**config.mk**
```make
export PLATFORM = sky130hd
export DESIGN_NAME = timing_generator_top
export DESIGN_NICKNAME = d
export VERILOG_FILES = /design/src/hdl/tg_state_pkg.sv /design/src/hdl/tg_bus_pkg.sv /design/src/hdl/timing_generator_top.sv /design/src/hdl/bout_sequencer.sv /design/src/hdl/field_rotation_counter.sv /design/src/hdl/access_type_fsm.sv /design/src/hdl/bmc_input_sync.sv /design/src/hdl/bmc_clock_divider.sv
export VERILOG_INCLUDE_DIRS = /design/src /design/src/include
export SDC_FILE = /design/constraint.sdc
export NUM_CORES = 1
export LEC_CHECK = 0
export BUFFER_PORTS_ARGS = -buffer_cell sky130_fd_sc_hd__buf_4
export CORE_ASPECT_RATIO = 0.9
export CORE_MARGIN = 1.5
export CORE_UTILIZATION = 61
export CTS_BUF_LIST = sky130_fd_sc_hd__clkbuf_4 sky130_fd_sc_hd__clkbuf_8 sky130_fd_sc_hd__clkbuf_16
export DETAILED_ROUTE_END_ITERATION = 6
export HOLD_SLACK_MARGIN = 0.02
export PLACE_DENSITY = 0.8
export SLEW_MARGIN = 20
export SYNTH_ARGS = -nofsm -noshare
export SYNTH_HDL_FRONTEND = slang
export SYNTH_SLANG_ARGS = --single-unit
```
**constraint.sdc**
```tcl
create_clock -name MCLK -period 4.7 [get_ports MCLK]
set_clock_uncertainty 0.05 [all_clocks]
set_input_delay 0.235 -clock MCLK [delete_from_list [all_inputs] [get_ports MCLK]]
set_output_delay 0.235 -clock MCLK [all_outputs]
set_load 0.1 [all_outputs]
```
**src/include/tg_consts.svh**
```systemverilog
`ifndef TG_CONSTS_SVH
`define TG_CONSTS_SVH

// divider phases, 12 MCLK per 4 MHz period
`define TG_PHASE_LAST       4'd11
`define TG_PHASE_CLK_RISE   4'd5
`define TG_PHASE_CLK_FALL   4'd11
`define TG_SAMPLE_PHASE_A   4'd3   // 12 MHz capture points
`define TG_SAMPLE_PHASE_B   4'd7
`define TG_SAMPLE_PHASE_C   4'd11

// field rotation positions in MCLK, +Y at 568 and -X at 208
`define TG_POS_FIRST_BIN    10'd88
`define TG_POS_LOOP_START   10'd89
`define TG_POS_STOP         10'd208
`define TG_POS_BOUT         10'd326  // -Y minus two clocks
`define TG_POS_LOOP_END     10'd568

// loop lengths
`define TG_ABS_PAGE_LAST    12'd2052  // 2053 positions per minor loop
`define TG_ABS_PAGE_INIT    12'd1951
`define TG_BOOT_CYCLE_LAST  13'd4105  // two bootloops interleaved
`define TG_PAGE_CYCLE_LAST  10'd583
`define TG_PROP_DELAY       7'd98     // rotations from replicator to detector

// idle / reset values
`define TG_CYCLE_NONE       13'd8191
`define TG_DELAY_NONE       7'd127
`define TG_PAGE_NONE        10'd1023
`define TG_CTRL_IDLE        5'b11101  // all strobes high, booten_n low

// widths
`define TG_POS_W            10
`define TG_PAGE_W           12
`define TG_CYCLE_W          13
`define TG_DELAY_W          7
`define TG_PCNT_W           10

`endif
```
**src/hdl/tg_state_pkg.sv**
```systemverilog
`default_nettype none

package tg_state_pkg;

    // bit 2 field on, bit 1 data out, bit 0 user page
    typedef enum logic [2:0] {
        RST  = 3'b000,
        STBY = 3'b001,
        IDLE = 3'b100,
        SWAP = 3'b101,
        BOOT = 3'b110,
        USER = 3'b111
    } access_t;

    // magnetic field rotating
    function automatic logic field_active(input access_t a);
        return a[2];
    endfunction

    // detector data goes out
    function automatic logic data_out(input access_t a);
        return a[1];
    endfunction

    function automatic logic is_user(input access_t a);
        return a[0];
    endfunction

endpackage

`default_nettype wire

```
**src/hdl/tg_bus_pkg.sv**
```systemverilog
`default_nettype none

`include "tg_consts.svh"

package tg_bus_pkg;

    // bubble memory controller strobes, all active low
    typedef struct packed {
        logic bss_n;     // shift start
        logic bsen_n;    // shift enable
        logic repen_n;   // replicator enable
        logic booten_n;  // bootloop enable
        logic swapen_n;  // swap gate enable
    } bmc_ctrl_t;

    // emulator side
    typedef struct packed {
        tg_state_pkg::access_t       acc;
        logic [`TG_CYCLE_W-1:0]      cycle_num;
        logic                        bin_clken_n;
        logic                        bout_clken_n;
        logic [`TG_PAGE_W-1:0]       abs_page;
    } emu_out_t;

endpackage

`default_nettype wire

```
**src/hdl/timing_generator_top.sv**
```systemverilog
`default_nettype none
`timescale 1ns/1ps

`include "tg_consts.svh"

module timing_generator_top
(
    input  logic                  MCLK,
    input  logic                  rst,
    input  logic                  en_n,
    input  tg_bus_pkg::bmc_ctrl_t bmc,
    output logic                  clk_out,
    output tg_bus_pkg::emu_out_t  emu
);

    import tg_bus_pkg::*;
    import tg_state_pkg::*;

    logic                   sample_stb;
    bmc_ctrl_t              ctrl_q;
    access_t                acc;
    logic [`TG_POS_W-1:0]   pos;
    logic                   loop_end;
    logic [`TG_PAGE_W-1:0]  abs_page;
    logic [`TG_CYCLE_W-1:0] cycle_num;
    logic                   bin_clken_n;
    logic                   bout_clken_n;

    //////////////////////////////
    // input side
    bmc_clock_divider u_div (
        .MCLK(MCLK), .rst(rst), .clk_out(clk_out), .sample_stb(sample_stb)
    );

    bmc_input_sync u_sync (
        .MCLK(MCLK), .rst(rst), .en_n(en_n), .bmc(bmc),
        .sample_stb(sample_stb), .ctrl_q(ctrl_q)
    );

    //////////////////////////////
    // processing
    access_type_fsm u_fsm (.MCLK(MCLK), .rst(rst), .ctrl_q(ctrl_q), .acc(acc));

    field_rotation_counter u_rot (
        .MCLK(MCLK), .rst(rst), .acc(acc), .pos(pos),
        .loop_end(loop_end), .abs_page(abs_page)
    );

    //////////////////////////////
    // output side
    bout_sequencer u_seq (
        .MCLK(MCLK), .rst(rst), .acc(acc), .pos(pos), .loop_end(loop_end),
        .cycle_num(cycle_num), .bin_clken_n(bin_clken_n), .bout_clken_n(bout_clken_n)
    );

    assign emu = '{acc: acc, cycle_num: cycle_num, bin_clken_n: bin_clken_n,
                   bout_clken_n: bout_clken_n, abs_page: abs_page};

endmodule

`default_nettype wire

```
**src/hdl/bout_sequencer.sv**
```systemverilog
`default_nettype none
`timescale 1ns/1ps

`include "tg_consts.svh"

module bout_sequencer
(
    input  logic                   MCLK,
    input  logic                   rst,
    input  tg_state_pkg::access_t  acc,
    input  logic [`TG_POS_W-1:0]   pos,
    input  logic                   loop_end,
    output logic [`TG_CYCLE_W-1:0] cycle_num,
    output logic                   bin_clken_n,
    output logic                   bout_clken_n
);

    import tg_state_pkg::*;

    logic [`TG_DELAY_W-1:0] delay_cnt;  // rotations since data mode began
    logic [`TG_PCNT_W-1:0]  page_cnt;   // user page bit index
    logic [`TG_CYCLE_W-1:0] boot_cnt;   // free running, tracks abs_page
    logic [`TG_CYCLE_W-1:0] boot_next;

    assign boot_next = (boot_cnt == `TG_BOOT_CYCLE_LAST) ? '0 : boot_cnt + 1'b1;

    //////////////////////////////
    // cycle numbering
    always_ff @(posedge MCLK)
    begin
        if (rst)
        begin
            boot_cnt  <= {1'b0, `TG_ABS_PAGE_INIT};
            delay_cnt <= `TG_DELAY_NONE;
            page_cnt  <= `TG_PAGE_NONE;
            cycle_num <= `TG_CYCLE_NONE;
        end
        else if (pos == '0)
        begin
            if (acc == RST)   // field parked, drop any pending access
            begin
                delay_cnt <= `TG_DELAY_NONE;
                page_cnt  <= `TG_PAGE_NONE;
                cycle_num <= `TG_CYCLE_NONE;
            end
        end
        else if (loop_end)
        begin
            boot_cnt <= boot_next;   // always advances with the loops
            if (!data_out(acc))
            begin
                delay_cnt <= `TG_DELAY_NONE;   // idle, swap: empty line
                page_cnt  <= `TG_PAGE_NONE;
                cycle_num <= `TG_CYCLE_NONE;
            end
            else if (delay_cnt == `TG_DELAY_NONE ||
                     delay_cnt < (`TG_PROP_DELAY - 7'd1))
            begin
                delay_cnt <= delay_cnt + 1'b1;  // none wraps to 0
                page_cnt  <= `TG_PAGE_NONE;
                cycle_num <= `TG_CYCLE_NONE;
            end
            else if (!is_user(acc))
            begin
                page_cnt  <= `TG_PAGE_NONE;
                cycle_num <= boot_next;        // bootloop bit number
            end
            else if (page_cnt == `TG_PAGE_NONE ||
                     page_cnt < `TG_PAGE_CYCLE_LAST)
            begin
                page_cnt  <= page_cnt + 1'b1;  // none wraps to 0
                cycle_num <= {3'b000, page_cnt + 1'b1};
            end
            // else hold at 583 until the access ends
        end
    end

    //////////////////////////////
    // data clock enables
    always_ff @(posedge MCLK)
    begin
        if (rst)
        begin
            bin_clken_n  <= 1'b1;
            bout_clken_n <= 1'b0;   // parked field counts as launch point
        end
        else
        begin
            bin_clken_n  <= !(pos == `TG_POS_FIRST_BIN || loop_end);
            bout_clken_n <= !(pos == '0 || pos == `TG_POS_BOUT);  // -Y
        end
    end

    a_clken_excl : assert property (@(posedge MCLK) disable iff (rst)
        !(!bin_clken_n && !bout_clken_n));

endmodule

`default_nettype wire

```
**src/hdl/field_rotation_counter.sv**
```systemverilog
`default_nettype none
`timescale 1ns/1ps

`include "tg_consts.svh"

module field_rotation_counter
(
    input  logic                  MCLK,
    input  logic                  rst,
    input  tg_state_pkg::access_t acc,
    output logic [`TG_POS_W-1:0]  pos,       // field position in MCLK
    output logic                  loop_end,  // +Y reached
    output logic [`TG_PAGE_W-1:0] abs_page   // page under the detector
);

    import tg_state_pkg::*;

    //////////////////////////////
    // rotation position
    //        +Y 568
    // -X 208        +X 448
    //        -Y 328
    always_ff @(posedge MCLK)
    begin
        if (rst)
        begin
            pos <= '0;
        end
        else if (pos == '0)
        begin
            if (field_active(acc))
                pos <= pos + 1'b1;   // field starts turning
        end
        else if (pos == `TG_POS_STOP)
        begin
            if (field_active(acc))
                pos <= pos + 1'b1;
            else
                pos <= '0;           // park at -X
        end
        else if (pos == `TG_POS_LOOP_END)
        begin
            pos <= `TG_POS_LOOP_START;   // 480 clocks per rotation
        end
        else
        begin
            pos <= pos + 1'b1;
        end
    end

    assign loop_end = (pos == `TG_POS_LOOP_END);

    //////////////////////////////
    // absolute page, mod 2053
    always_ff @(posedge MCLK)
    begin
        if (rst)
            abs_page <= `TG_ABS_PAGE_INIT;
        else if (loop_end)
        begin
            if (abs_page == `TG_ABS_PAGE_LAST)
                abs_page <= '0;
            else
                abs_page <= abs_page + 1'b1;
        end
    end

    a_pos_range : assert property (@(posedge MCLK) disable iff (rst)
        pos <= `TG_POS_LOOP_END);

endmodule

`default_nettype wire

```
**src/hdl/access_type_fsm.sv**
```systemverilog
`default_nettype none
`timescale 1ns/1ps

module access_type_fsm
(
    input  logic                   MCLK,
    input  logic                   rst,
    input  tg_bus_pkg::bmc_ctrl_t  ctrl_q,
    output tg_state_pkg::access_t  acc
);

    import tg_state_pkg::*;

    logic [4:0] pat;      // bss, booten, bsen, repen, swapen
    access_t    acc_nxt;

    assign pat = {ctrl_q.bss_n, ctrl_q.booten_n, ctrl_q.bsen_n,
                  ctrl_q.repen_n, ctrl_q.swapen_n};

    //////////////////////////////
    // next state decode
    always_comb
    begin
        acc_nxt = acc;  // hold on anything else
        case (pat)
            5'b10111, 5'b11111: // shift stopped, bootloop or page side
            begin
                if (acc != STBY)
                    acc_nxt = RST;
            end
            5'b00111, 5'b01111: // shift start pulse
            begin
                if (acc == RST)
                    acc_nxt = STBY;
            end
            5'b10011: // bootloop read
            begin
                if (acc == STBY || acc == RST || acc == BOOT)
                    acc_nxt = BOOT;
            end
            5'b11011: // page seek, field running without data
            begin
                if (acc == STBY || acc == RST)
                    acc_nxt = IDLE;
            end
            5'b11001: // replicator pulse
            begin
                if (acc == IDLE)
                    acc_nxt = USER;
            end
            5'b11010: // swap pulse, page write
            begin
                if (acc == IDLE)
                    acc_nxt = SWAP;
            end
            default:
            begin
                acc_nxt = acc;
            end
        endcase
    end

    always_ff @(posedge MCLK)
    begin
        if (rst)
            acc <= RST;
        else
            acc <= acc_nxt;
    end

    a_acc_legal : assert property (@(posedge MCLK) disable iff (rst)
        acc inside {RST, STBY, BOOT, USER, IDLE, SWAP});

endmodule

`default_nettype wire

```
**src/hdl/bmc_input_sync.sv**
```systemverilog
`default_nettype none
`timescale 1ns/1ps

`include "tg_consts.svh"

module bmc_input_sync
(
    input  logic                  MCLK,
    input  logic                  rst,
    input  logic                  en_n,
    input  tg_bus_pkg::bmc_ctrl_t bmc,
    input  logic                  sample_stb,
    output tg_bus_pkg::bmc_ctrl_t ctrl_q
);

    import tg_bus_pkg::*;

    bmc_ctrl_t gated;             // idle pattern while disabled
    bmc_ctrl_t sync1;
    bmc_ctrl_t sync2;
    bmc_ctrl_t sync3;

    assign gated = en_n ? bmc_ctrl_t'(`TG_CTRL_IDLE) : bmc;

    //////////////////////////////
    // metastability chain
    always_ff @(posedge MCLK)
    begin
        if (rst)
        begin
            sync1 <= `TG_CTRL_IDLE;
            sync2 <= `TG_CTRL_IDLE;
            sync3 <= `TG_CTRL_IDLE;
        end
        else
        begin
            sync1 <= gated;
            sync2 <= sync1;
            sync3 <= sync2;
        end
    end

    // capture only on the 12 MHz grid, 4..7 clocks total latency
    always_ff @(posedge MCLK)
    begin
        if (rst)
            ctrl_q <= `TG_CTRL_IDLE;
        else if (sample_stb)
            ctrl_q <= sync3;
    end

endmodule

`default_nettype wire

```
**src/hdl/bmc_clock_divider.sv**
```systemverilog
`default_nettype none
`timescale 1ns/1ps

`include "tg_consts.svh"

module bmc_clock_divider
(
    input  logic MCLK,
    input  logic rst,
    output logic clk_out,     // 4 MHz to the controller
    output logic sample_stb   // 12 MHz capture strobe
);

    logic [3:0] phase;  // 0..11

    //////////////////////////////
    // phase counter
    always_ff @(posedge MCLK)
    begin
        if (rst)
            phase <= 4'd0;
        else if (phase == `TG_PHASE_LAST)
            phase <= 4'd0;
        else
            phase <= phase + 4'd1;
    end

    // 6 high, 6 low, starts high
    always_ff @(posedge MCLK)
    begin
        if (rst)
            clk_out <= 1'b1;
        else if (phase == `TG_PHASE_CLK_RISE)
            clk_out <= 1'b1;
        else if (phase == `TG_PHASE_CLK_FALL)
            clk_out <= 1'b0;   // controller launches on this falling edge
    end

    assign sample_stb = (phase == `TG_SAMPLE_PHASE_A) ||
                        (phase == `TG_SAMPLE_PHASE_B) ||
                        (phase == `TG_SAMPLE_PHASE_C);

    a_phase_range : assert property (@(posedge MCLK) disable iff (rst)
        phase <= `TG_PHASE_LAST);

endmodule

`default_nettype wire

```
After elaboration in Yosys (flattened, before gate mapping):

Cells that the tools add are included.

* register bits after elaboration: 95
* output and inout bits: 31
* word-level logic and storage cells: 130

* $add $sub $neg: 6
* $lt $le $gt $ge: 2
* eq/ne operators: 34
* multiplexer cells: 33
* bitwise logic cells: 1
* reduce and logical (&&, ||, !) cells: 23

Operators with widths (count)
* $mux 10: 12
* $mux 13: 8
* $mux 7: 5
* $eq 5x5->1 const B: 6
* $add 10x1->10 const B: 2
* $eq 10x10->1 const B: 2
* $mux 3: 6
* $pmux 3 s6: 1
* $add 13x1->13 const B: 1
* $eq 13x13->1 const B: 1
* $add 12x1->12 const B: 1
* $eq 12x12->1 const B: 1
* $mux 12: 1
* $ne 2x1->1 const B: 6
* $eq 10x7->1 const B: 1
* $eq 10x8->1 const B: 1
* $eq 10x9->1 const B: 1
* $logic_not 10->1: 1
* $lt 10x10->1 const B: 1
* $reduce_or 2->1: 5
* $eq 4x3->1 const B: 2
* $logic_or 1x1->1: 8
* $add 7x1->7 const B: 1
* $eq 7x7->1 const B: 1
* other kinds (19): 24

Longest topological paths before layout:

* depth after elaboration: 8
* mapped depth: 9
* mapped depth without buffers: 7

Modules after synthesis:

From an unflattened synthesis, not the netlist that was laid out.

* cells, all modules: 568
* area, all modules: 4946.0 µm²

Modules (own cells, without submodules)
* bout_sequencer: instances 1, cells an instance 321, area each 2668.8 µm², seq. area each 900.9 µm²
* field_rotation_counter: instances 1, cells an instance 138, area each 1164.9 µm², seq. area each 440.4 µm²
* bmc_input_sync: instances 1, cells an instance 48, area each 593.1 µm², seq. area each 400.4 µm²
* access_type_fsm: instances 1, cells an instance 33, area each 265.3 µm², seq. area each 60.1 µm²
* bmc_clock_divider: instances 1, cells an instance 26, area each 239.0 µm², seq. area each 100.1 µm²
* timing_generator_top: instances 1, cells an instance 2, area each 15.0 µm², seq. area each 0.0 µm²

Least setup slack after synthesis:

Ideal clock, no wire load.

* path kind: flip-flop to flip-flop
* start point: reg u_fsm.acc[1]
* end point: reg u_seq.cycle_num[9]
* library setup time: 122 ps
* data arrival time: 2428 ps
* required time: 4528 ps
* setup slack: 2100 ps
* cell stages (with the launch flop): 6
* path buffers: 1
* cell sequence: dfxtp_1 > o31ai_4 > or2_1 > buf_2 > o41a_1 > a221o_1

* cells in the longest elaborated chain, start to end: 3

Ends and longest elaborated chain
* from (decl): line access_type_fsm.sv:9 `output tg_state_pkg::access_t acc`
* from (signal assigned): line access_type_fsm.sv:68 `acc <= acc_nxt;`
* $logic_not 3->1 or $mux 13 (tied branches): line bout_sequencer.sv:40, bout_sequencer.sv:50
* $ne 2x2->1 (no source line) or $mux 13 (tied branches)
* $reduce_and 3->1 (no source line) or $mux 13 (tied branches)
* to (signal assigned): line bout_sequencer.sv:36 `` cycle_num <= `TG_CYCLE_NONE; ``
* to (signal assigned): line bout_sequencer.sv:44 `` cycle_num <= `TG_CYCLE_NONE; ``
* to (signal assigned): line bout_sequencer.sv:54 `` cycle_num <= `TG_CYCLE_NONE; ``
* to (decl): line bout_sequencer.sv:13 `` output logic [`TG_CYCLE_W-1:0] cycle_num, ``

Parallel ways exist; a longest one is shown, timed or not. The select of a mux whose other input is x is not followed.
A chain may end at the register's enable or synchronous reset.

Worst setup path after layout:

* start point: reg u_rot.pos[0]
* end point: reg u_seq.cycle_num[7]

* cells in the longest elaborated chain, start to end: 3

Ends and longest elaborated chain
* from (decl): line field_rotation_counter.sv:11 `` output logic [`TG_POS_W-1:0] pos, ``
* from (signal assigned): line field_rotation_counter.sv:32 `pos <= pos + 1'b1;`
* from (signal assigned): line field_rotation_counter.sv:37 `pos <= pos + 1'b1;`
* from (signal assigned): line field_rotation_counter.sv:43 `` pos <= `TG_POS_LOOP_START; ``
* $logic_not 10->1 or $eq 10x10->1 (tied branches)
* $ne 5x2->1 (no source line), or another cell as far along
* $reduce_and 3->1 (no source line)

Parallel ways exist; a longest one is shown, timed or not.

==> impl_results.md <==
- FP Rows: 30
- Worst slew margin relative to its limit: 30.3%
- Yosys warning count: 0
- Post-CTS setup buffers: 0
- CTS Buf Count: 9
- WL/cell: between 15 and 20 um
- Crit path required time: between 4 and 5 ns
- Fin crit share: 63.3%
- PD cells: 434 nW/um2
- Filler instances: 641
- Area after DPL: approximately 5000 um2
- Core area: 7510 um2
- Final Max Tran Viols: 0
- Post-synth EDFFs: 0
- Fraction of registers with async set/reset: 0%
- Register area: roughly 1900 um2
- Root Buffer: clkbuf_8
- Worst EP arrival: 3.19 ns
- Max Cap Viol: 0
- Layout area overhead: 10.9%
- Mean Syn Cell Area: 8.58 um2
- Die Width: around 96 um
- Post-Syn Area: about 4700 um2
- Antenna cells: 0
- Crit start category: register
- HPWL Detailed: 7360 um
- Worst r2r src: u_rot.pos[0]$_SDFFE_PP0P_
- Outcome: finished clean
- Initial DRT Pass Iterations: 7
- Top post-synthesis cells by area: dfxtp_1 40%, nand2_1 4.1%, xnor2_1 3.9%
- Die area: ~8300 um2
- Reg2Reg Setup Slack: approximately 1.7 ns
- Setup CP Type: register to register
- GRT Overall Usage: 27.8%
- Seq/Total Area, Yosys: 40.4%
- Vias in the first global route: 3729
- LEAKAGE: 0.00202 uW
- Launch point of the worst path: u_rot.pos[0]$_SDFFE_PP0P_
- GR Overflow Total: 0
- Post-route ant nets: 0
- Ys flop type: dfxtp_1
- Area fraction of the dominant cell type after synthesis: a little over 40%
- HP Start: bmc[1]
- Seq cells post-synth: 95
- Num ports: 39
- Peak VDD IR: around 0.20 mV
- RePlAce Congestion: 0.898
- First-pass GRT wire length: 17900 um
- Post-route design area: between 5000 and 6000 um2
- Fmax achieved: between 300 and 400 MHz
- Cell with the most instances after synthesis: dfxtp_1
- Final WL: 10900 um
- Vias/cell: 6.27
- Die Ht: 86.3 um
- Worst Tran Pin Value: roughly 1.0 ns
- RSZ-0062 raised after global routing: false
- Crit-path max FO: 18
- Clock Sinks: 95
- Hold Path Class: input port to register
- Clock-pin slew on the worst setup and hold paths: 0.11 ns
- Most frequent cells after synthesis: 95 x dfxtp_1, 51 x nand2_1, 47 x nor2_1
- Multi-input gate area: 2600 um2
- Clock tree buffer depth: 2
- Layout cells sized above 1: 12.6%
- DRT iter0 DRCs: roughly 310
- I/O Buffers: 38
- Distinct cells, synth: 64
- Nets@finish: 586
- Syn Inst Count: 549
- H-tree levels: 3
- Crit end category: register
- Initial antenna violation count: 0
- Final worst slack: 1.72 ns
- Hold Fails Final Rpt: 0
- Largest net degree at the start of global routing: approximately 70
- Initial Util: 62.7%
- Vias: 4188
- Skew-Pair Late Insertion Delay: 0.38 ns
- CTS tree: built
- Tmin final: 2.98 ns
- Pre-CTS setup slack: roughly 1.8 ns
- DRC Markers: 0
- Synth Net Count: approximately 570
- Setup TNS: 0 ns
- Cell taking the most area after synthesis: dfxtp_1
- Final setup fails: 0
## cell type report
cell class                 instances  share of cell area, %
clock buffer                       9                   2.37
clock inverter                     7                   1.56
inverter                          13                  0.934
multi-input combinational        403                   49.7
sequential                        95                   36.4
tap                               96                   2.30
timing repair buffer              45                   6.71
## worst max-delay path, cell delays in order (launching register included)
cell and delay (ns):
dfxtp_1 0.34, inv_1 0.10, ha_1 0.18, or4b_1 0.59, nor2_1 0.31, and2_1 0.50, o31ai_2 0.17, buf_4 0.25
a221o_1 0.36
## metal layers
layer  GRT usage, %  up-vias  share of wire, %
met4           8.69        0               2.0
met2           43.7      120                47
met3           6.75       23               5.3
met5              0        -                 0
met1           37.7     2009                45
li1               -     2036                 -
## flip-flops by register name (all words and copies together) (netlist names), 7 cells and up
signal           flops
u_rot.abs_page      12
u_seq.cycle_num     13
u_rot.pos           10
u_seq.boot_cnt      13
u_seq.delay_cnt      7
u_seq.page_cnt      10
## report_power, final
part / switching, uW / leakage (uW) / internal, uW / total (uW)
Clock: 330 / 0.000104 / 213 / 543
Sequential: 65.0 / 0.000772 / 871 / 936
Combinational: 539 / 0.00115 / 246 / 785
## path summary, 6_finish.rpt
check | depth (start not counted) | to
setup / recovery | 8 | u_seq.cycle_num[7]$_SDFFE_PP1P_
hold / removal | 2 | u_sync.sync1[1]$_SDFF_PP0_
hold reg to reg | 1 | u_sync.sync2[2]$_SDFF_PP1_
setup reg to reg | 8 | u_seq.cycle_num[7]$_SDFFE_PP1P_
## layout by cell type (no fill, tap or decap), types with 6 or more instances in the layout
cell,instances
ha_1,11
dfxtp_1,95
and3_1,11
mux2i_1,10
xor2_1,17
a221o_1,9
a21oi_1,24
nand4_1,15
o21ai_0,21
nand2_1,51
nor3_1,18
xnor2_1,21
or2_2,9
inv_1,13
buf_4,40
or4_1,6
nor2_1,47
nand3_1,31
or3_1,11
nor2b_1,6
clkbuf_8,9
nor4_1,8
## through the flow
stage / instances / hold WS (ns) / util, % / power [uW]
5_1_grt: 668 / 0.0558 / 69.6 / 2380
3_5_place_dp: 647 / 0.347 / 66.2 / 1720
2_1_floorplan: 549 / 0.261 / - / 1560
4_1_cts: 668 / 0.0548 / 69.6 / 2270
6_report: 668 / 0.0674 / 69.6 / 2260
3_3_place_gp: 647 / 0.344 / 66.2 / 1690
## cells by family after synthesis
family | after synthesis | synth area share [%]
xor gates and xnor gates | 38 | 7.07
adders and majority gates | 12 | 3.14
muxes | 10 | 2.13
buffers and inverters | 51 | 4.57
and+or+nand+nor | 243 | 27.4
DFF | 95 | 40.4
AOI/OAI and AO/OA | 100 | 15.3
## timing repair
item / 4_1_cts / 5_1_grt
endpoints found under the setup margin: 0 / 0
gates resized for setup: 0 / 0
hold buffers: 5 / 0
endpoints found under the hold margin: 5 / 0
(Power assumes the default switching activity.)
